--- config.mk ---
export PLATFORM = sky130hd
export DESIGN_NAME = operand_collector
export DESIGN_NICKNAME = d
export VERILOG_FILES = /design/src/design/opc_pkg.sv /design/src/design/operand_collector.sv
export SDC_FILE = /design/constraint.sdc
export NUM_CORES = 1
export LEC_CHECK = 0
export BUFFER_PORTS_ARGS = -buffer_cell sky130_fd_sc_hd__buf_4
export CORE_AREA = 2 2 317 319
export CTS_CLUSTER_SIZE = 16
export DETAILED_ROUTE_END_ITERATION = 7
export DIE_AREA = 0 0 319 321
export HOLD_SLACK_MARGIN = 0.05
export PLACE_DENSITY = 0.44
export SETUP_SLACK_MARGIN = 0.02
export SYNTH_ARGS = -nofsm -noshare
export SYNTH_HDL_FRONTEND = slang
export SYNTH_SLANG_ARGS = --single-unit
--- constraint.sdc ---
create_clock -name clk -period 14.7 [get_ports clk]
set_clock_uncertainty 0.05 [all_clocks]
set_input_delay 0 -clock clk [delete_from_list [all_inputs] [get_ports clk]]
set_output_delay 0 -clock clk [all_outputs]
set_load 0.05 [all_outputs]
--- src/design/opc_pkg.sv ---
//**************************************************************************
// Operand collection stage, shared definitions
// Widths and counts of the core, the vector types for warps, registers
// and lanes, the fetch FSM states and the payloads of the issue,
// staging, output and writeback streams
//**************************************************************************
package opc_pkg;

    localparam int num_warps   = 4;
    localparam int num_threads = 4;
    localparam int num_regs    = 32;
    localparam int xlen        = 32;
    localparam int uuid_w      = 8;

    typedef logic [xlen-1:0]                word_t;
    typedef logic [$clog2(num_regs)-1:0]    reg_id_t;
    typedef logic [$clog2(num_warps)-1:0]   wid_t;
    typedef logic [num_threads-1:0]         tmask_t;
    typedef logic [uuid_w-1:0]              uuid_t;
    typedef logic [5:0]                     op_t;
    typedef word_t [num_threads-1:0]        lane_data_t;

    typedef enum logic [1:0] {
        idle,
        fetch_rs1,
        fetch_rs2,
        fetch_rs3
    } fetch_state_e;

    // Decoded instruction as it leaves the scoreboard
    typedef struct packed {
        uuid_t   uuid;
        wid_t    wid;
        tmask_t  tmask;
        word_t   pc;
        op_t     op;
        word_t   imm;
        reg_id_t rd;
        logic    wb;
        reg_id_t rs1;
        reg_id_t rs2;
        reg_id_t rs3;
    } issue_t;

    // Fields carried past the register read, source numbers are no longer needed
    typedef struct packed {
        uuid_t   uuid;
        wid_t    wid;
        tmask_t  tmask;
        word_t   pc;
        op_t     op;
        word_t   imm;
        reg_id_t rd;
        logic    wb;
    } stage_t;

    typedef struct packed {
        stage_t     instr;
        lane_data_t rs1_data;
        lane_data_t rs2_data;
        lane_data_t rs3_data;
    } operands_t;

    typedef struct packed {
        wid_t       wid;
        reg_id_t    rd;
        tmask_t     tmask;
        lane_data_t data;
    } writeback_t;

endpackage

--- src/design/operand_collector.sv ---
`timescale 1ns/1ps
//**************************************************************************
// Operand collector
// Reads the non-zero sources of one instruction at a time through the
// single register file port, then releases the staged instruction
// together with its three operand vectors to the output buffer
//**************************************************************************
module operand_collector (
    input  logic                clk,
    input  logic                reset,
    input  logic                flush,
    input  logic                issue_fire,
    input  opc_pkg::issue_t     issue,
    output opc_pkg::wid_t       rd_wid,
    output opc_pkg::reg_id_t    rd_reg,
    input  opc_pkg::lane_data_t rd_data,
    input  logic                stg_valid,
    output logic                stg_ready,
    input  opc_pkg::stage_t     stg,
    output logic                out_valid,
    input  logic                out_ready,
    output opc_pkg::operands_t  out
);
    import opc_pkg::*;

    fetch_state_e state, state_n;
    wid_t         cur_wid, cur_wid_n;
    reg_id_t      rs2, rs2_n;
    reg_id_t      rs3, rs3_n;
    logic         need_rs2, need_rs2_n;
    logic         need_rs3, need_rs3_n;
    logic         data_ready, data_ready_n;
    lane_data_t   rs1_data, rs1_data_n;
    lane_data_t   rs2_data, rs2_data_n;
    lane_data_t   rs3_data, rs3_data_n;

    // Issue beat that arrived while the previous instruction was still busy
    logic         pend_valid;
    wid_t         pend_wid;
    reg_id_t      pend_rs1;
    reg_id_t      pend_rs2;
    reg_id_t      pend_rs3;
    logic         pend_load;

    wid_t         src_wid;
    reg_id_t      src_rs1;
    reg_id_t      src_rs2;
    reg_id_t      src_rs3;
    logic         src_valid;
    logic         nz1;
    logic         nz2;
    logic         nz3;
    logic         stg_fire;
    logic         start;

    // The held beat is always older than one on the issue port
    assign src_wid   = pend_valid ? pend_wid : issue.wid;
    assign src_rs1   = pend_valid ? pend_rs1 : issue.rs1;
    assign src_rs2   = pend_valid ? pend_rs2 : issue.rs2;
    assign src_rs3   = pend_valid ? pend_rs3 : issue.rs3;
    assign src_valid = pend_valid || issue_fire;

    assign nz1 = (src_rs1 != '0);
    assign nz2 = (src_rs2 != '0);
    assign nz3 = (src_rs3 != '0);

    // The staging head is released only once its operands are all captured
    assign out_valid = stg_valid && data_ready;
    assign stg_ready = out_ready && data_ready;
    assign stg_fire  = stg_valid && data_ready && out_ready;

    // A new instruction may start in the cycle the finished one leaves
    assign start     = src_valid && (state == idle) && (!data_ready || stg_fire);
    assign pend_load = issue_fire && (pend_valid || !start);

    always_comb begin
        state_n      = state;
        cur_wid_n    = cur_wid;
        rs2_n        = rs2;
        rs3_n        = rs3;
        need_rs2_n   = need_rs2;
        need_rs3_n   = need_rs3;
        data_ready_n = data_ready;
        rs1_data_n   = rs1_data;
        rs2_data_n   = rs2_data;
        rs3_data_n   = rs3_data;
        rd_wid       = cur_wid;
        rd_reg       = rs3;

        case (state)
            idle: begin
                if (stg_fire) begin
                    data_ready_n = 1'b0;
                end
                if (start) begin
                    cur_wid_n    = src_wid;
                    rs2_n        = src_rs2;
                    rs3_n        = src_rs3;
                    need_rs2_n   = nz2;
                    need_rs3_n   = nz3;
                    data_ready_n = !(nz1 || nz2 || nz3);
                    rd_wid       = src_wid;
                    // First read goes out with the issue beat itself
                    rd_reg       = nz1 ? src_rs1 : (nz2 ? src_rs2 : src_rs3);
                    if (!nz1) begin
                        rs1_data_n = '0;
                    end
                    if (!nz2) begin
                        rs2_data_n = '0;
                    end
                    if (!nz3) begin
                        rs3_data_n = '0;
                    end
                    if (nz1) begin
                        state_n = fetch_rs1;
                    end else if (nz2) begin
                        state_n = fetch_rs2;
                    end else if (nz3) begin
                        state_n = fetch_rs3;
                    end
                end
            end
            fetch_rs1: begin
                rs1_data_n = rd_data;
                if (need_rs2) begin
                    rd_reg  = rs2;
                    state_n = fetch_rs2;
                end else if (need_rs3) begin
                    rd_reg  = rs3;
                    state_n = fetch_rs3;
                end else begin
                    data_ready_n = 1'b1;
                    state_n      = idle;
                end
            end
            fetch_rs2: begin
                rs2_data_n = rd_data;
                if (need_rs3) begin
                    rd_reg  = rs3;
                    state_n = fetch_rs3;
                end else begin
                    data_ready_n = 1'b1;
                    state_n      = idle;
                end
            end
            default: begin
                rs3_data_n   = rd_data;
                data_ready_n = 1'b1;
                state_n      = idle;
            end
        endcase
    end

    always_ff @(posedge clk) begin
        if (reset || flush) begin
            state      <= idle;
            need_rs2   <= 1'b0;
            need_rs3   <= 1'b0;
            data_ready <= 1'b0;
            pend_valid <= 1'b0;
        end else begin
            state      <= state_n;
            need_rs2   <= need_rs2_n;
            need_rs3   <= need_rs3_n;
            data_ready <= data_ready_n;
            if (pend_load) begin
                pend_valid <= 1'b1;
            end else if (start) begin
                pend_valid <= 1'b0;
            end
        end
    end

    always_ff @(posedge clk) begin
        cur_wid  <= cur_wid_n;
        rs2      <= rs2_n;
        rs3      <= rs3_n;
        rs1_data <= rs1_data_n;
        rs2_data <= rs2_data_n;
        rs3_data <= rs3_data_n;
        if (pend_load) begin
            pend_wid <= issue.wid;
            pend_rs1 <= issue.rs1;
            pend_rs2 <= issue.rs2;
            pend_rs3 <= issue.rs3;
        end
    end

    assign out = '{instr: stg, rs1_data: rs1_data, rs2_data: rs2_data, rs3_data: rs3_data};

endmodule

# ---- Word-level counts from Yosys, hierarchy flattened
# Cells that the tools add are included.
dict set report word_totals {
  ff_bits 419
  input_bits 329
}
dict set report classes {
  eq_ne 9
  reduce_logical 29
  n_mux 34
  bitwise 1
}
# operator n
set op_table {}
lappend op_table {{2-to-1 mux 128 bit} 6}
lappend op_table {{one-hot mux 128 bit (2 select lines)} 3}
lappend op_table {{2-to-1 mux 5 bit} 7}
lappend op_table {{2-to-1 mux 2 bit} 9}
lappend op_table {{nonzero test 5 bit} 3}
lappend op_table {{!= test 2 bit (second input constant)} 5}
lappend op_table {{one-hot mux 5 bit (2 select lines)} 1}
lappend op_table {{AND reduction 3 bit} 3}
lappend op_table {{logical AND 1 bit} 6}
lappend op_table {{logical OR 1 bit} 6}
lappend op_table {{2-to-1 mux 1 bit} 6}
lappend op_table {{one-hot mux 2 bit (3 select lines)} 1}
lappend op_table {{AND reduction 2 bit} 3}
lappend op_table {{nonzero test 2 bit} 3}
lappend op_table {{!= test 4 bit (second input constant)} 1}
lappend op_table {{logical NOT 1 bit} 3}
lappend op_table {{!= test 3 bit (second input constant)} 1}
lappend op_table {{one-hot mux 1 bit (3 select lines)} 1}
lappend op_table {{== test 2 x 1 -> 1 bit (second input constant)} 1}
lappend op_table {{== test 2 bit (second input constant)} 1}
lappend op_table {{logical NOT 2 bit} 1}
lappend op_table {{OR reduction 2 bit} 1}
lappend op_table {{inverter 1 bit} 1}

# ---- Depth between registers and ports, before layout
dict set report logic_depth {
  ltp_word 8
  ltp_mapped 8
}

# ---- Worst setup path before layout
# Ideal clock, no wire load.
dict set report synth_timing {
  path_kind {register to register}
  startpoint {reg state[0]}
  endpoint {reg rs2_data (netlist bit out[128]), enable pin}
  setup_ns 0.792
  synth_period_minus_slack_ns 10.844
  path_stages_with_launch 6
  slack_ns 3.856
  arrival_ns 10.002
  path_buffers 2
  required_ns 13.858
  path_cell_list {dfxtp_1 -> inv_1 -> ha_1 -> clkbuf_8 -> clkbuf_1 -> o21ai_0}
}
dict set report synth_via {
  elab_chain_len 5
  word_cells_on_any_way 8
  classes_between {eq/ne (3); reduce/logical (5)}
}
# item line
set synth_lines {}
lappend synth_lines {{start, declared} operand_collector.sv:26} ;# fetch_state_e state, state_n;
lappend synth_lines {{start signal, assigned} operand_collector.sv:156} ;# state <= idle;
lappend synth_lines {{start signal, assigned} operand_collector.sv:162} ;# state <= state_n;
lappend synth_lines {{logical NOT 2 bit} {operand_collector.sv:73, operand_collector.sv:90}}
lappend synth_lines {{logical AND 1 bit (2 in a row)} operand_collector.sv:73} ;# assign start = src_valid && (state == idle) && (!data_ready || stg_fire);
lappend synth_lines {{!= test 2 bit (no source line)} --}
lappend synth_lines {{AND reduction 3 bit (no source line) *} --}
lappend synth_lines {{end signal, assigned} operand_collector.sv:179} ;# rs2_data <= rs2_data_n;
lappend synth_lines {{end, declared} operand_collector.sv:34} ;# lane_data_t rs2_data, rs2_data_n;
# Every way passes the cells marked *; elsewhere a longest branch is shown, timed or not.
# A chain may end at the register's enable or synchronous reset.

# ---- Worst setup path after layout
dict set report layout_timing {
  startpoint {reg state[0]}
  endpoint {reg rs3_data (netlist bit out[84]), enable pin}
}
dict set report layout_via {
  elab_chain_len 5
  word_cells_on_any_way 10
  classes_between {eq/ne (4); bitwise (1); reduce/logical (5)}
}
# item line
set layout_lines {}
lappend layout_lines {{logical NOT 2 bit} {operand_collector.sv:73, operand_collector.sv:90}}
lappend layout_lines {{logical AND 1 bit (2 in a row)} operand_collector.sv:73}
lappend layout_lines {{!= test 2 bit (no source line)} --}
lappend layout_lines {{AND reduction 3 bit (no source line) *} --}
lappend layout_lines {{end signal, assigned} operand_collector.sv:180} ;# rs3_data <= rs3_data_n;
lappend layout_lines {{end, declared} operand_collector.sv:35} ;# lane_data_t rs3_data, rs3_data_n;
# Marks and branches as above.

==> results by group <==
Run status
  • Outcome: completed

Floorplanning
  • Die Wd: ~320 um
  • Initial Util: roughly 17%
  • I/O pin cnt: 812
  • Die area: 102,000 sq um
  • CORE AREA: about 100,000 sq um
  • Die height: between 300 and 400 um
  • Cell Rows: around 120

Logic synthesis
  • Sequential fraction of the synthesis area: between 70% and 80%
  • Ys async rst share: 0%
  • Syn_area_per_cell: 15.7 sq um
  • Synth Flop Type: edfxtp_1
  • Cell variety after synth: 44
  • Seq cells post-synth: approximately 420
  • Number of synthesized flops with an enable pin: around 410
  • Cells after synthesis: ~1,100
  • Yosys Warn Count: 0
  • Post-synthesis net count: between 1,000 and 1,500
  • Mapped cell area: between 15,000 and 20,000 sq um

Clock tree
  • Cts repair resizes: 0
  • Clock Pin Slew Worst Setup and Hold Paths: 60 ps
  • Clock root cell: clkbuf_16
  • Num CTS Buffers: 50
  • Clock sink count: around 420
  • Max Root-Sink Buffers: 3
  • TritonCTS clock tree: built
  • Setup Buffers After CTS: 0
  • CTS H-Tree Depth: 2
  • Clk_lat worst skew: roughly 590 ps
  • Hold Buf Count CTS: 252

Route
  • DRT Pass-1 Iters: 4
  • Detail Route Antenna Nets: 0
  • Routed WL per cell: between 15 and 20 um
  • Via total after detailed routing: around 11,000
  • Number of DRC markers in iteration 0: between 500 and 600
  • Total routed wirelength: about 56 mm
  • Vias per cell: approximately 3.6
  • DRC: 0

Worst setup path
  • Worst Setup End Kind: flip-flop
  • Required time worst endpoint: ~15,000 ps
  • Startpoint types: flip-flop
  • FF-to-FF path depth: 10
  • Largest fanout on the critical path: 51
  • Crit Path Class: reg2reg
  • Worst Path Arrival: 4160 ps

Power and ir drop
  • Clk pwr share: 40.0%
  • Switching share of power: roughly a quarter
  • Power Dens Cells: 116 nW/um^2
  • VDD IR-drop max: 0.0000723 V
  • Switch Pwr: a little under 800 uW
  • Gate power share: between 10 and 15%
  • Internal: approximately 2.2 mW
  • Register share of total power: between 40% and 50%
  • Static leakage: approximately 9.2 nW

Timing
  • Final hold vios: 0
  • Final period util: between 20 and 30%
  • Slew HR: approximately 38%
  • Post-route minimum period: between 3000 and 4000 ps
  • Setup repair after global routing missed its margin: no
  • Fmax: around 0.25 GHz
  • Setup total negative slack: 0 ps
  • Slew Limit Fails: 0
  • Final worst slack: ~11,000 ps
  • Final setup fails: 0
  • Worst-margin pin slew: 935 ps

Cells and area
  • Post-route insts no fill: slightly above 3,000
  • Layout Area Growth over Synthesis: 54.4%
  • Most common cell after layout, fill and taps aside: buf_4
  • Most frequent cells in the layout: 557 x buf_4, 411 x edfxtp_1, 260 x and2_1, 252 x dlygate4sd3_1, 129 x nor2b_1
  • Final #Nets: about 2,100
  • Fillers: slightly above 10,000
  • Layout cell share with drive strength beyond 1: around 36%

GRT
  • Most Crowded Layer GR: met2
  • First-pass GRT wire length: ~80 mm
  • Met1 global-route usage: ~11%
  • Tot GR Track Use: about a tenth
  • Antenna violations before repair: 7
  • Vias in the first global route: 11,900
  • Pin count of the biggest net entering global routing: 73
  • Total grt overflow: 0
  • Met2 global-route usage: between 10% and 20%
  • GR Layer Usage met3: under 10%

Placed design
  • GPL Wtd Cong: around 0.79
  • Placed Instances: between 2,000 and 3,000
  • Place WS: ~11,000 ps
  • DP HPWL: 38.2 mm
  • Port Buf Inserts: about 540

Min path
  • Hold Crit Depth: 2
  • Min-delay worst type: in2reg

Job
  • Max-Cap Viols: 0
metrics by stage:
step / util [%] / cell area, sq um / total power, mW / hold WS [ps]
2_1_floorplan: - / 16700 / 1.65 / 28.1
3_3_place_gp: 21.8 / 21600 / 1.71 / -49.5
3_5_place_dp: 21.8 / 21600 / 1.71 / -49.5
4_1_cts: 25.9 / 25700 / 3.02 / 50.4
5_1_grt: 25.9 / 25700 / 3.08 / 71.0
6_report: 25.9 / 25700 / 2.97 / 110
worst max-delay path, stage by stage, from the launching register on:
cell	delay (ps)
dfxtp_1	360
inv_1	200
ha_4	490
o21ai_1	210
nor2_2	140
buf_4	330
and2_1	230
inv_1	80
a21oi_4	270
buf_4	450
buf_4	700
synthesized netlist by cell type, drive strengths merged (2+ instances only):
cell,instances,share of area (%)
dfxtp,8,0.96
inv,4,0.090
o21ai,12,0.38
mux2i,5,0.30
clkbuf,44,1.1
nand2,7,0.16
and2,260,9.8
a21oi,11,0.33
a22o,2,0.11
nand2b,5,0.19
nor3,3,0.090
nor2b,129,4.8
o21a,2,0.090
buf,96,4.2
a222oi,4,0.24
ha,4,0.30
a22oi,2,0.090
nand3,2,0.14
edfxtp,411,74
nor4,4,0.15
nor2,10,0.24
mux2,19,1.3
flip-flops by register name (all words and copies together), names as in the netlist:
register / count
data_ready: 1
cur_wid: 2
pend_wid: 2
pend_rs1: 5
need_rs2: 1
rs3: 5
out: 384
rs2: 5
pend_rs2: 5
pend_rs3: 5
need_rs3: 1
pend_valid: 1
state: 2
power groups by stage:
| stage | combinational (mW) | clock, mW | sequential, mW |
|---|---|---|---|
| 5_1_grt | 0.442 | 1.27 | 1.37 |
| 6_report | 0.420 | 1.19 | 1.36 |
| 3_5_place_dp | 0.320 | 0 | 1.39 |
| 2_1_floorplan | 0.145 | 0 | 1.50 |
| 3_3_place_gp | 0.317 | 0 | 1.39 |
| 4_1_cts | 0.428 | 1.23 | 1.36 |
routing by layer:
layer / wire [um] / vias up / part of all wire [%]
li1: - / 5074 / -
met1: 20800 / 5432 / 37
met2: 29300 / 558 / 52
met3: 4470 / 79 / 7.9
met4: 1850 / 2 / 3.3
met5: 16 / - / 0.028
layout make-up:
class	instances	area, sq um	area share, %
flip-flops and latches	419	12500	48.6
repair buffers	809	6700	26.1
well taps	1298	1620	6.32
clock inverters	25	219	0.852
multi-input cells	496	3320	12.9
diodes	4	10.0	0.0389
inverters	4	15.0	0.0584
clock buffers	61	1310	5.11
path summary, 6_finish.rpt:
| kind | from | end | slack [ps] |
|---|---|---|---|
| min | issue[11] | pend_rs1[1] | 110 |
| max reg2reg | state[0] | out[84] | 10710 |
| max | state[0] | out[84] | 10710 |
| min reg2reg | cur_wid[0] | cur_wid[0] | 470 |
kinds of logic after synthesis:
logic type | count (synthesis) | share of synthesized area (%)
compound gates | 43 | 1.82
buf+inv | 144 | 5.38
mux | 24 | 1.59
flops | 419 | 75.1
simple gates | 424 | 15.8
fa+ha+maj | 5 | 0.361
Note: power is estimated with default switching activity, not from simulation.
