**config.mk**
```make
export PLATFORM = sky130hd
export DESIGN_NAME = elastic_buffer
export DESIGN_NICKNAME = d
export VERILOG_FILES = /design/src/design/elastic_buffer.sv
export SDC_FILE = /design/constraint.sdc
export NUM_CORES = 1
export LEC_CHECK = 0
export ABC_AREA = 0
export BUFFER_PORTS_ARGS = -buffer_cell sky130_fd_sc_hd__buf_4
export CORE_AREA = 5 5 42 44
export CTS_BUF_LIST = sky130_fd_sc_hd__clkbuf_4 sky130_fd_sc_hd__clkbuf_8
export CTS_CLUSTER_SIZE = 14
export DETAILED_ROUTE_END_ITERATION = 16
export DIE_AREA = 0 0 47 49
export PLACE_DENSITY_LB_ADDON = 0.12
export RECOVER_POWER = 25
export SETUP_SLACK_MARGIN = 0.4
export SLEW_MARGIN = 40
export SYNTH_ARGS = -nofsm -noshare
export SYNTH_HDL_FRONTEND = slang
export SYNTH_SLANG_ARGS = --single-unit
```
**constraint.sdc**
```tcl
create_clock -name clk -period 2 [get_ports clk]
set_input_delay 0.3 -clock clk [delete_from_list [all_inputs] [get_ports clk]]
set_output_delay 0.3 -clock clk [all_outputs]
set_load 0.02 [all_outputs]
```
**src/design/elastic_buffer.sv**
```systemverilog
`timescale 1ns/1ps
//**************************************************************************
// Elastic buffer
// Small valid/ready FIFO with a registered occupancy count. Takes a new
// beat while not full, or while full if the head leaves in that cycle
//**************************************************************************
module elastic_buffer #(
    parameter int  depth  = 2,
    parameter type data_t = logic
) (
    input  logic  clk,
    input  logic  reset,
    input  logic  in_valid,
    output logic  in_ready,
    input  data_t in_data,
    output logic  out_valid,
    input  logic  out_ready,
    output data_t out_data
);
    localparam int ptr_w = (depth > 1) ? $clog2(depth) : 1;
    localparam int cnt_w = $clog2(depth + 1);

    data_t            mem [depth];
    logic [ptr_w-1:0] wr_ptr;
    logic [ptr_w-1:0] rd_ptr;
    logic [cnt_w-1:0] count;
    logic             push;
    logic             pop;

    function automatic logic [ptr_w-1:0] next_ptr(input logic [ptr_w-1:0] p);
        return (p == ptr_w'(depth - 1)) ? '0 : p + 1'b1;
    endfunction

    assign out_valid = (count != '0);
    assign in_ready  = (count != cnt_w'(depth)) || out_ready;
    assign out_data  = mem[rd_ptr];
    assign push      = in_valid && in_ready;
    assign pop       = out_valid && out_ready;

    always_ff @(posedge clk) begin
        if (reset) begin
            wr_ptr <= '0;
            rd_ptr <= '0;
            count  <= '0;
        end else begin
            if (push) begin
                wr_ptr <= next_ptr(wr_ptr);
            end
            if (pop) begin
                rd_ptr <= next_ptr(rd_ptr);
            end
            if (push && !pop) begin
                count <= count + 1'b1;
            end else if (pop && !push) begin
                count <= count - 1'b1;
            end
        end
    end

    always_ff @(posedge clk) begin
        if (push) begin
            mem[wr_ptr] <= in_data;
        end
    end

endmodule

```
# --- Word level (Yosys, flattened, before mapping) ---
# Memories as Yosys holds them, arrays and structs flattened. A register that Yosys moved wholly into a read port is not among the register bits.
# Cells that the tools add are included.
totals:
  ff_bits: 4
  ram_bits: 2
  memories: 1
  elab_cells: 26
classes:
  mux: 8
  n_eq_ne: 1
  n_addsub: 4
  reduce_logical: 9
memory_table:
  columns: ["name", "words", "word_bits", "rd", "rd_clocked_by_memory_dff", "wr", "line_no", "source"]
  rows:
  - ["mem", 2, 1, 1, 1, 1, "23", "data_t mem [depth];"]
ops:
  columns: ["cell", "n"]
  rows:
  - ["$mux W1", 6]
  - ["$logic_and A1 B1 Y1", 4]
  - ["$mux W2", 2]
  - ["$reduce_bool A2 Y1", 2]
  - ["$add A1 B1 Y1 const B", 2]
  - ["$add A2 B1 Y2 const B", 1]
  - ["$logic_not A1 Y1", 2]
  - ["$ne A2 B2 Y1 const B", 1]
  - ["$sub A2 B1 Y2 const B", 1]
  - ["$logic_or A1 B1 Y1", 1]

# --- Longest topological paths before layout ---
# Gate-level depths: netlist of the first run.
logic_depth:
  ltp_word: 7
  ltp_mapped: 6
  mapped_depth_nobuf: 6

# --- Worst setup path after synthesis of the first run ---
# No wires, ideal clock.
synth_path:
  path_kind: "register -> register"
  from: "register count[0]"
  to: "register count[1]"
  period_less_slack_ns: 1.807
  t_arrival_ns: 1.737
  stages_incl_launch_ff: 6
  setup_time_ns: 0.070
  setup_slack_ns: 0.193
  required_ns: 1.930
  cell_sequence: "dfxtp_1 or3b_4 and2_4 ha_1 or3_1 a21oi_1"
synth_between:
  elab_chain_len: 6
  elab_cells_between_ends: 14
  classes_between: "2 x add/sub; 1 x eq/ne; 2 x mux; 9 x reduce/logical"
synth_lines:
  columns: ["item", "line_no", "source"]
  rows:
  - ["start, declared", "26", "logic [cnt_w-1:0] count;"]
  - ["start signal, assigned", "53", "count <= count + 1'b1;"]
  - ["start signal, assigned", "55", "count <= count - 1'b1;"]
  - ["$ne A2 B2 Y1 (*)", "35", "assign in_ready = (count != cnt_w'(depth)) || out_ready;"]
  - ["$logic_or A1 B1 Y1 (*)", "35", null]
  - ["named net in_ready", "14", "output logic in_ready,"]
  - ["$logic_and A1 B1 Y1 (*)", "37", "assign push = in_valid && in_ready;"]
  - ["named net push", "27", "logic push;"]
  - ["$logic_not A1 Y1", "54", "end else if (pop && !push) begin"]
  - ["$logic_and A1 B1 Y1", "54", null]
  - ["$reduce_bool A2 Y1 (no line)", null, null]
# Mark *: on every way through the listed nets, which the timed path passes. The rest lies on a longest branch. The select of a mux whose other input is x is not followed.
# A chain may end at the register's enable or synchronous reset.

# --- Final worst setup path of the first run ---
layout_path:
  from: "register count[0]"
  to: "register count[1]"
layout_between:
  elab_chain_len: 6
  elab_cells_between_ends: 14
  classes_between: "2 x add/sub; 1 x eq/ne; 2 x mux; 9 x reduce/logical"
layout_lines:
  columns: ["item", "line_no"]
  rows:
  - ["$ne A2 B2 Y1 (*)", "35"]
  - ["$logic_or A1 B1 Y1 (*)", "35"]
  - ["$logic_and A1 B1 Y1 (*)", "37"]
  - ["named net push", "27"]
  - ["$logic_not A1 Y1", "54"]
  - ["$logic_and A1 B1 Y1", "54"]
  - ["$reduce_bool A2 Y1 (no line)", null]
# Marked as above.

==> summary.txt, run 1 <==
Cells and area
  – Fin nets: 47
  – Final core occ: 0.3152
  – Area growth, synth to finish: 40.64%
  – Fill cell count: 163
  – Fraction of layout cells with a size suffix above 1: 0.5500
  – Commonest non-fill, non-tap cells in the layout: 7 x buf_4, 5 x clkbuf_4, 4 x nor2_1, 4 x dfxtp_1, 3 x xor2_1
  – Antenna diode count: 0
  – Fin area: 441.7 um2
  – Commonest non-fill, non-tap cell in the layout: buf_4

Yosys
  – Avg Cell Area, Syn: 11.22 um2
  – #FFs+latches synth: 7
  – Syn nets: 34
  – Synth Instances: 28
  – Synth cell types: 17
  – Post-Syn Area: 314.1 um2
  – Post-synthesis sequential area ratio: 0.5100
  – Synthesis Warnings: 0

CTS
  – Clock tree buffer depth: 2
  – TritonCTS clock tree: yes
  – Skew-Pair Late Insertion Delay: 250 ps
  – Clk root buf: clkbuf_4
  – H-tree Lvls: 1
  – CTS sink cnt: 7
  – Total CTS buffers: 3
  – CTS Hold Buffers Added: 0
  – CTS clk-pin slew, worst paths: 50 ps

Worst setup path
  – Worst R2R Start: count[0]
  – Largest delay share family, worst path: simple AND/OR/NAND/NOR gates
  – R2R Path End: count[1]
  – WP data arrival: 1900 ps
  – Crit Path Class: flop to flop
  – Worst r2r path cells: 6
  – Worst reg2reg setup slack: 290 ps
  – CP Capture Type: flop
  – Startpoint Class: flop
  – Buf/Inv on CP: 0
  – Slowest CP cell: or3b_4
  – CP Cell Sequence: or3b_4, and2_4, ha_4, xor2_1, or3_1, a21oi_2
  – CP peak stage delay: 390 ps
  – Largest fanout on the critical path: 5
  – Critical path required time: 2190 ps

Routing
  – Initial DRC count: 1
  – DR vias: 239
  – DR WL/cell: 9.911 um
  – Pre-antenna DRT Iters: 2
  – Via-per-instance ratio: 4.268
  – DRC violations left: 0
  – Detail Route Antenna Nets: 0
  – Aggregate routed wire length: 555 um

Global route
  – Initial antenna violation count: 0
  – Vias in the first global route: 239
  – Largest net degree at the start of global routing: 7
  – Total track usage: 0.06294
  – First-pass GRT wire length: 959 um
  – GR Overflow Total: 0

Floorplan
  – Initial core utilization: 0.2241
  – Die Area: 2303 um2
  – Site row count: 14
  – DIE WIDTH: 47 um
  – Die Y: 49 um
  – Core ar.: 1401 um2
  – I/O pin cnt: 8

Pwr
  – Worst VDD drop: 418.3 uV
  – Power density cells: 1322 nW/um2
  – Total power: 584.0 uW
  – Leak pwr: 0.0001873 uW

Place
  – PortBufs: 7
  – Routability Congestion: 0.7307
  – Detail Placement HPWL: 408.5 um
  – Placed inst area: 401.6 um2

STA
  – Setup TNS: 0 ps
  – Minimum clock period: 1714 ps
  – Clock Skews: 5.276 ps
  – Final Max Slew Viols: 0
  – Final Hold Viols: 0
  – Slew at the pin closest to its max-slew limit: 460.6 ps
  – RSZ-0062 raised after global routing: yes
  – Relative slew slack: 0.6897
  – Final setup violation count: 0
  – Fmax: 583.4 MHz
  – Period utilisation layout: 0.8571

Hold path
  – Min-delay src: reset
  – Min-delay worst type: input pin to flop
  – Hold Path End: count[1]
  – Hold path depth: 2

Flow run
  – Max_cap viols: 0

Outcome
  – Outcome: finished clean
timing repair:
action	in CTS	in global routing
endpoints found under the setup margin	1	2
pin swaps	0	0
setup buffers	1	0
resized for setup	0	1
kinds of logic (layout without fill, tap and decap cells):
family                     count (synthesis)  in the layout  synth area share
and+or+nand+nor                           12             12            0.2550
xor gates and xnor gates                   3              3           0.08368
DFF                                        7              7            0.5100
adders and majority gates                  1              1           0.03983
muxes                                      1              1           0.03585
buffers and inverters                      0             12                 0
AOI/OAI and AO/OA                          4              4           0.07569
area by class of cell:
cell class                 count  area [um2]  area share
timing repair buffer           8       60.06      0.1360
multi-input combinational     21       170.2      0.3853
tap                           16       20.02     0.04533
clock buffer                   4       30.03     0.06799
sequential                     7       161.4      0.3654
where the power goes:
| group | leakage (uW) | switching, uW | internal [uW] | total [uW] |
|---|---|---|---|---|
| Clock | 0.0000184 | 54.3 | 89.8 | 144 |
| Combinational | 0.000108 | 105 | 118 | 223 |
| Sequential | 0.0000604 | 28.8 | 188 | 216 |
| Total | 0.000187 | 188 | 395 | 584 |
worst max path at each step:
stage,cells past startpoint,end,slack [ps],startpoint
CTS,6,count[1],300,count[1]
floorplan,6,count[1],330,count[0]
global placement,7,count[1],240,out_ready
finish,6,count[1],290,count[0]
detailed placement,7,count[1],210,out_ready
global route,6,count[1],230,count[0]
per-stage QoR:
stage / instances / hold slack, ps / setup slack (ps)
after CTS: 56 / 222.7 / 298.1
after global routing: 56 / 227.9 / 227.9
after floorplan: 28 / 361.7 / 326.7
after global placement: 51 / 471.3 / 235.2
after detailed placement: 51 / 490.6 / 207.1
final: 56 / 227.7 / 285.8
synth_stat cells:
cell type	count	area, um2
mux2_2	1	11.26
or3b_4	1	11.26
a21oi_1	1	5.000
or3_1	1	6.260
ha_1	1	12.51
dfxtp_1	5	100.1
nand2b_1	1	6.260
edfxtp_1	2	60.06
nand3_1	1	5.000
and2_4	1	8.760
or2_2	1	6.260
o21ai_2	1	8.760
o21ai_0	2	10.01
and3_2	1	7.510
nor2b_4	1	13.76
xor2_1	3	26.28
nor2_1	4	15.01
layer usage:
layer / vias to the layer above / routed length (um) / track usage
li1: 120 / - / -
met5: - / 0 / 0
met1: 111 / 227 / 0.06682
met3: 2 / 29 / 0.02214
met2: 6 / 278 / 0.07919
met4: 0 / 19 / 0.08295
Note: power is estimated with default switching activity, not from simulation.
==> inputs of run 2 (changes only) <==
clock period = 1.4 ns   (was 2 ns; I/O delays follow)
==> summary.txt, run 2 (same netlist as run 1, synthesis figures left out) <==
STA
  – Period utilisation layout: 1.182
  – Minimum clock period: 1655 ps
  – Final worst slack: -254.9 ps
  – Slew at the pin closest to its max-slew limit: 182.8 ps
  – Final setup violation count: 8
  – Final Hold Viols: 0
  – Relative slew slack: 0.8780
  – Final Max Slew Viols: 0
  – Clock Skews: 0.6809 ps
  – Fmax: 604.3 MHz
  – RSZ-0062 raised after global routing: yes
  – Worst hold margin: 155.3 ps

Floorplan
  – Initial core utilization: 0.2241
  – Core ar.: 1401 um2
  – Die Y: 49 um
  – Die Area: 2303 um2
  – DIE WIDTH: 47 um
  – I/O pin cnt: 8
  – Site row count: 14

Pwr
  – Total power: 1261 uW
  – Power density cells: 1905 nW/um2
  – Worst VDD drop: 694.9 uV
  – Leak pwr: 0.0002960 uW

CTS
  – Clock tree buffer depth: 2
  – Total CTS buffers: 3
  – Clk root buf: clkbuf_4
  – CTS sink cnt: 7
  – H-tree Lvls: 1
  – Skew-Pair Late Insertion Delay: 250 ps
  – TritonCTS clock tree: yes
  – CTS clk-pin slew, worst paths: 50 ps

Cells and area
  – Fin area: 661.9 um2
  – Antenna diode count: 0
  – Area growth, synth to finish: 110.8%
  – Fin nets: 64
  – Commonest non-fill, non-tap cells in the layout: 14 x buf_6, 10 x buf_4, 5 x clkbuf_4, 3 x nor2_1, 3 x dfxtp_1
  – Fraction of layout cells with a size suffix above 1: 0.7544
  – Final core occ: 0.4723
  – Commonest non-fill, non-tap cell in the layout: buf_6

Outcome
  – Failing checks: negative setup slack
  – Outcome: finished, violations left

Global route
  – Largest net degree at the start of global routing: 7
  – First-pass GRT wire length: 1.449 mm
  – Total track usage: 0.09625
  – GR Overflow Total: 0
  – Initial antenna violation count: 0
  – Vias in the first global route: 320

Worst setup path
  – Startpoint Class: flop
  – Worst reg2reg setup slack: -250 ps
  – Crit Path Class: flop to flop
  – Largest fanout on the critical path: 2
  – Critical path required time: 1580 ps
  – CP Capture Type: flop
  – WP data arrival: 1840 ps

Routing
  – Initial DRC count: 3
  – DR WL/cell: 12.05 um
  – Aggregate routed wire length: 880 um
  – DRC violations left: 0
  – Via-per-instance ratio: 4.233
  – DR vias: 309
  – Detail Route Antenna Nets: 0
  – Pre-antenna DRT Iters: 4

Hold path
  – Min-delay worst type: input pin to flop

Place
  – Pre-CTS setup slack: -276.4 ps
  – Placed inst area: 454.2 um2
  – PortBufs: 7
  – Routability Congestion: 0.7718
  – Detail Placement HPWL: 591.2 um

Flow run
  – Max_cap viols: 0
==> run 2: timing repair <==
action	4_1_cts	5_1_grt
setup endpoints to repair	10	10
endpoints found under the hold margin	0	0
pin swaps	4	4
resized for setup	17	6
hold buffers	0	0
buffers inserted	5	6
==> run 2: metrics by stage <==
step	std cells	setup TNS, ps
3_3_place_gp	58	-356.2
6_report	73	-1049
4_1_cts	67	-610.0
3_5_place_dp	58	-419.0
2_1_floorplan	28	-336.8
5_1_grt	73	-1432
==> run 2: layout make-up <==
class	instances	area, um2
clock buffers	4	30.03
flip-flops and latches	7	162.7
fillers	128	739.5
well taps	16	20.02
multi-input cells	21	209.0
repair buffers	25	240.2
==> run 2: path summary, 6_finish.rpt <==
check | from | endpoint | cells past startpoint
worst min register to register | wr_ptr | wr_ptr | 2
worst max register to register | count[1] | count[1] | 6
worst max-delay path | count[1] | count[1] | 6
worst min-delay path | reset | count[1] | 2
==> run 2: layer usage <==
metal	global-route usage	part of all wire	wire, um	vias up
met5	0	0	0	-
met4	0.08295	0.039	34	0
met1	0.08482	0.35	306	145
li1	-	-	-	153
met2	0.1629	0.56	494	7
met3	0.02952	0.051	45	4
==> run 2: power by group <==
part	switching, uW	internal [uW]	total [uW]	leakage [uW]
registers	38.7	271	309	0.0000607
logic	276	471	747	0.000217
clock network	75.9	128	204	0.0000184
==> run 2: critical path, cell delays in order, from the launching register on <==
cell,delay [ps]
dfxtp_2,320
or3b_4,380
and2_4,160
ha_4,150
xor2_1,140
or3_1,320
a21oi_1,120
==> inputs of run 3 (changes only) <==
ABC_AREA = 1   (was 0)
PLACE_DENSITY_LB_ADDON = not set   (was 0.12)
RECOVER_POWER = not set   (was 25)
==> summary.txt, run 3 <==
Floorplan
  – I/O pin cnt: 8
  – DIE WIDTH: 47 um
  – Site row count: 14
  – Die Area: 2303 um2
  – Initial core utilization: 0.2438
  – Core ar.: 1401 um2
  – Die Y: 49 um

Worst setup path
  – Startpoint Class: flop
  – Largest fanout on the critical path: 3
  – CP Capture Type: flop
  – Crit Path Class: flop to flop
  – Critical path required time: 1540 ps
  – WP data arrival: 1390 ps
  – Worst r2r path cells: 8

STA
  – Slew at the pin closest to its max-slew limit: 161.6 ps
  – Final Max Slew Viols: 0
  – Setup TNS: 0 ps
  – Worst hold margin: 149.9 ps
  – Fmax: 804.6 MHz
  – Relative slew slack: 0.8921
  – RSZ-0062 raised after global routing: yes
  – Clock Skews: 5.256 ps
  – Final setup violation count: 0
  – Final Hold Viols: 0
  – Minimum clock period: 1243 ps
  – Period utilisation layout: 0.8878

Yosys
  – #FFs+latches synth: 7
  – Syn nets: 46
  – Synth area leaders: dfxtp_1 29%, edfxtp_1 18%, nand2_1 7.7%, inv_1 6.6%, nand3b_4 5.9%
  – Post-synthesis sequential area ratio: 0.4689
  – Synth Instances: 40
  – Synth cell types: 16
  – Post-synth ARST share: 0
  – Avg Cell Area, Syn: 8.539 um2
  – Synthesis Warnings: 0
  – Post-synth top area share: 0.2930
  – Yosys top cell by area: dfxtp_1
  – Top-count cell post-synth: nand2_1
  – EDFF count, synth: 2
  – Post-Syn Area: 341.6 um2
  – Post-synth top cells: 7 x nand2_1, 6 x inv_1, 5 x dfxtp_1, 5 x nor2_1
  – Top FF cell, synth: dfxtp_1

Cells and area
  – Commonest non-fill, non-tap cells in the layout: 11 x buf_4, 5 x nand2_1, 5 x nor2_1, 4 x clkbuf_4, 4 x buf_6
  – Final core occ: 0.4107
  – Area growth, synth to finish: 68.50%
  – Fin nets: 66
  – Fill cell count: 144
  – Fraction of layout cells with a size suffix above 1: 0.6441
  – Fin area: 575.6 um2
  – Commonest non-fill, non-tap cell in the layout: buf_4
  – Antenna diode count: 0

Global route
  – GR Overflow Total: 0
  – Largest net degree at the start of global routing: 5
  – First-pass GRT wire length: 1.145 mm
  – Initial antenna violation count: 0
  – Total track usage: 0.07128
  – Vias in the first global route: 285

Pwr
  – Leak pwr: 0.0002765 uW
  – Worst VDD drop: 822.0 uV
  – Total power: 906.6 uW
  – Power density cells: 1575 nW/um2

Place
  – PortBufs: 7
  – Detail Placement HPWL: 480.7 um
  – Placed inst area: 442.9 um2
  – Routability Congestion: 0.7508

Routing
  – Initial DRC count: 2
  – DR WL/cell: 8.907 um
  – Aggregate routed wire length: 668 um
  – Pre-antenna DRT Iters: 3
  – DRC violations left: 0
  – Detail Route Antenna Nets: 0
  – DR vias: 319
  – Via-per-instance ratio: 4.253

CTS
  – Total CTS buffers: 3
  – CTS sink cnt: 7
  – Clock tree buffer depth: 2
  – Skew-Pair Late Insertion Delay: 250 ps
  – CTS clk-pin slew, worst paths: 50 ps
  – CTS Hold Buffers Added: 0
  – TritonCTS clock tree: yes
  – H-tree Lvls: 1
  – Clk root buf: clkbuf_4

Hold path
  – Hold path depth: 1
  – Min-delay worst type: input pin to flop

Flow run
  – Max_cap viols: 0

Outcome
  – Outcome: finished clean
[run 3: changes by cell type after synthesis, sizes merged, moves of 2 or more]
| cell | change |
|---|---|
| a21oi | +2 |
| inv | +8 |
| nand2 | +9 |
| nand3 | +2 |
| o21ai | -2 |
| xor2 | -3 |
[run 3: worst paths after layout]
path              slack (ps)     start  endpoint
hold / removal           150   in_data    mem[1]
hold reg to reg          510    rd_ptr    rd_ptr
setup / recovery         160  count[0]  count[0]
setup reg to reg         160  count[0]  count[0]
[run 3: critical path, stage by stage, from the launching register on]
cell	delay (ps)
dfxtp_2	330
inv_4	80
nand3b_4	90
nand2_2	90
inv_2	40
ha_4	210
buf_4	140
o21ai_2	120
a21oi_2	40
[run 3: metrics by stage]
stage	setup WS, ps	instances
after floorplan	167.0	40
after global placement	156.1	63
after detailed placement	154.6	63
after CTS	176.0	70
after global routing	87.87	75
final	157.1	75
[run 3: logic make-up (layout without fill, tap and decap cells)]
logic type	count (synthesis)	count (layout)	synth area share
and+or+nand+nor	19	19	0.3041
buffers and inverters	8	27	0.08792
DFF	7	7	0.4689
AOI/OAI and AO/OA	4	4	0.06959
adders and majority gates	1	1	0.03662
muxes	1	1	0.03296
[run 3: final cells by class]
type / instances / area (um2) / area share
Multi-Input combinational cell: 25 / 197.7 / 0.3435
Tap cell: 16 / 20.02 / 0.03478
Inverter: 8 / 35.03 / 0.06087
Clock buffer: 4 / 30.03 / 0.05217
Timing Repair Buffer: 15 / 127.6 / 0.2217
Sequential cell: 7 / 165.2 / 0.2870
[run 3: power breakdown]
group / internal (uW) / switching [uW]
clock: 128 / 72.9
combinational: 216 / 198
sequential: 255 / 36.8
[run 3: layer usage]
| metal | up-vias | routed length, um | track usage | share of wire |
|---|---|---|---|---|
| met4 | 0 | 0 | 0.01382 | 0 |
| li1 | 165 | - | - | - |
| met3 | 0 | 58 | 0.06642 | 0.087 |
| met2 | 7 | 334 | 0.09729 | 0.50 |
| met1 | 147 | 275 | 0.08186 | 0.41 |
| met5 | - | 0 | 0 | 0 |
[run 3: timing repair]
item                                    in CTS  in global routing
pin swaps                                    3                  5
endpoints found under the setup margin       5                  7
gates cloned                                 0                  0
resized for setup                            6                  8
buffers inserted                             3                  5
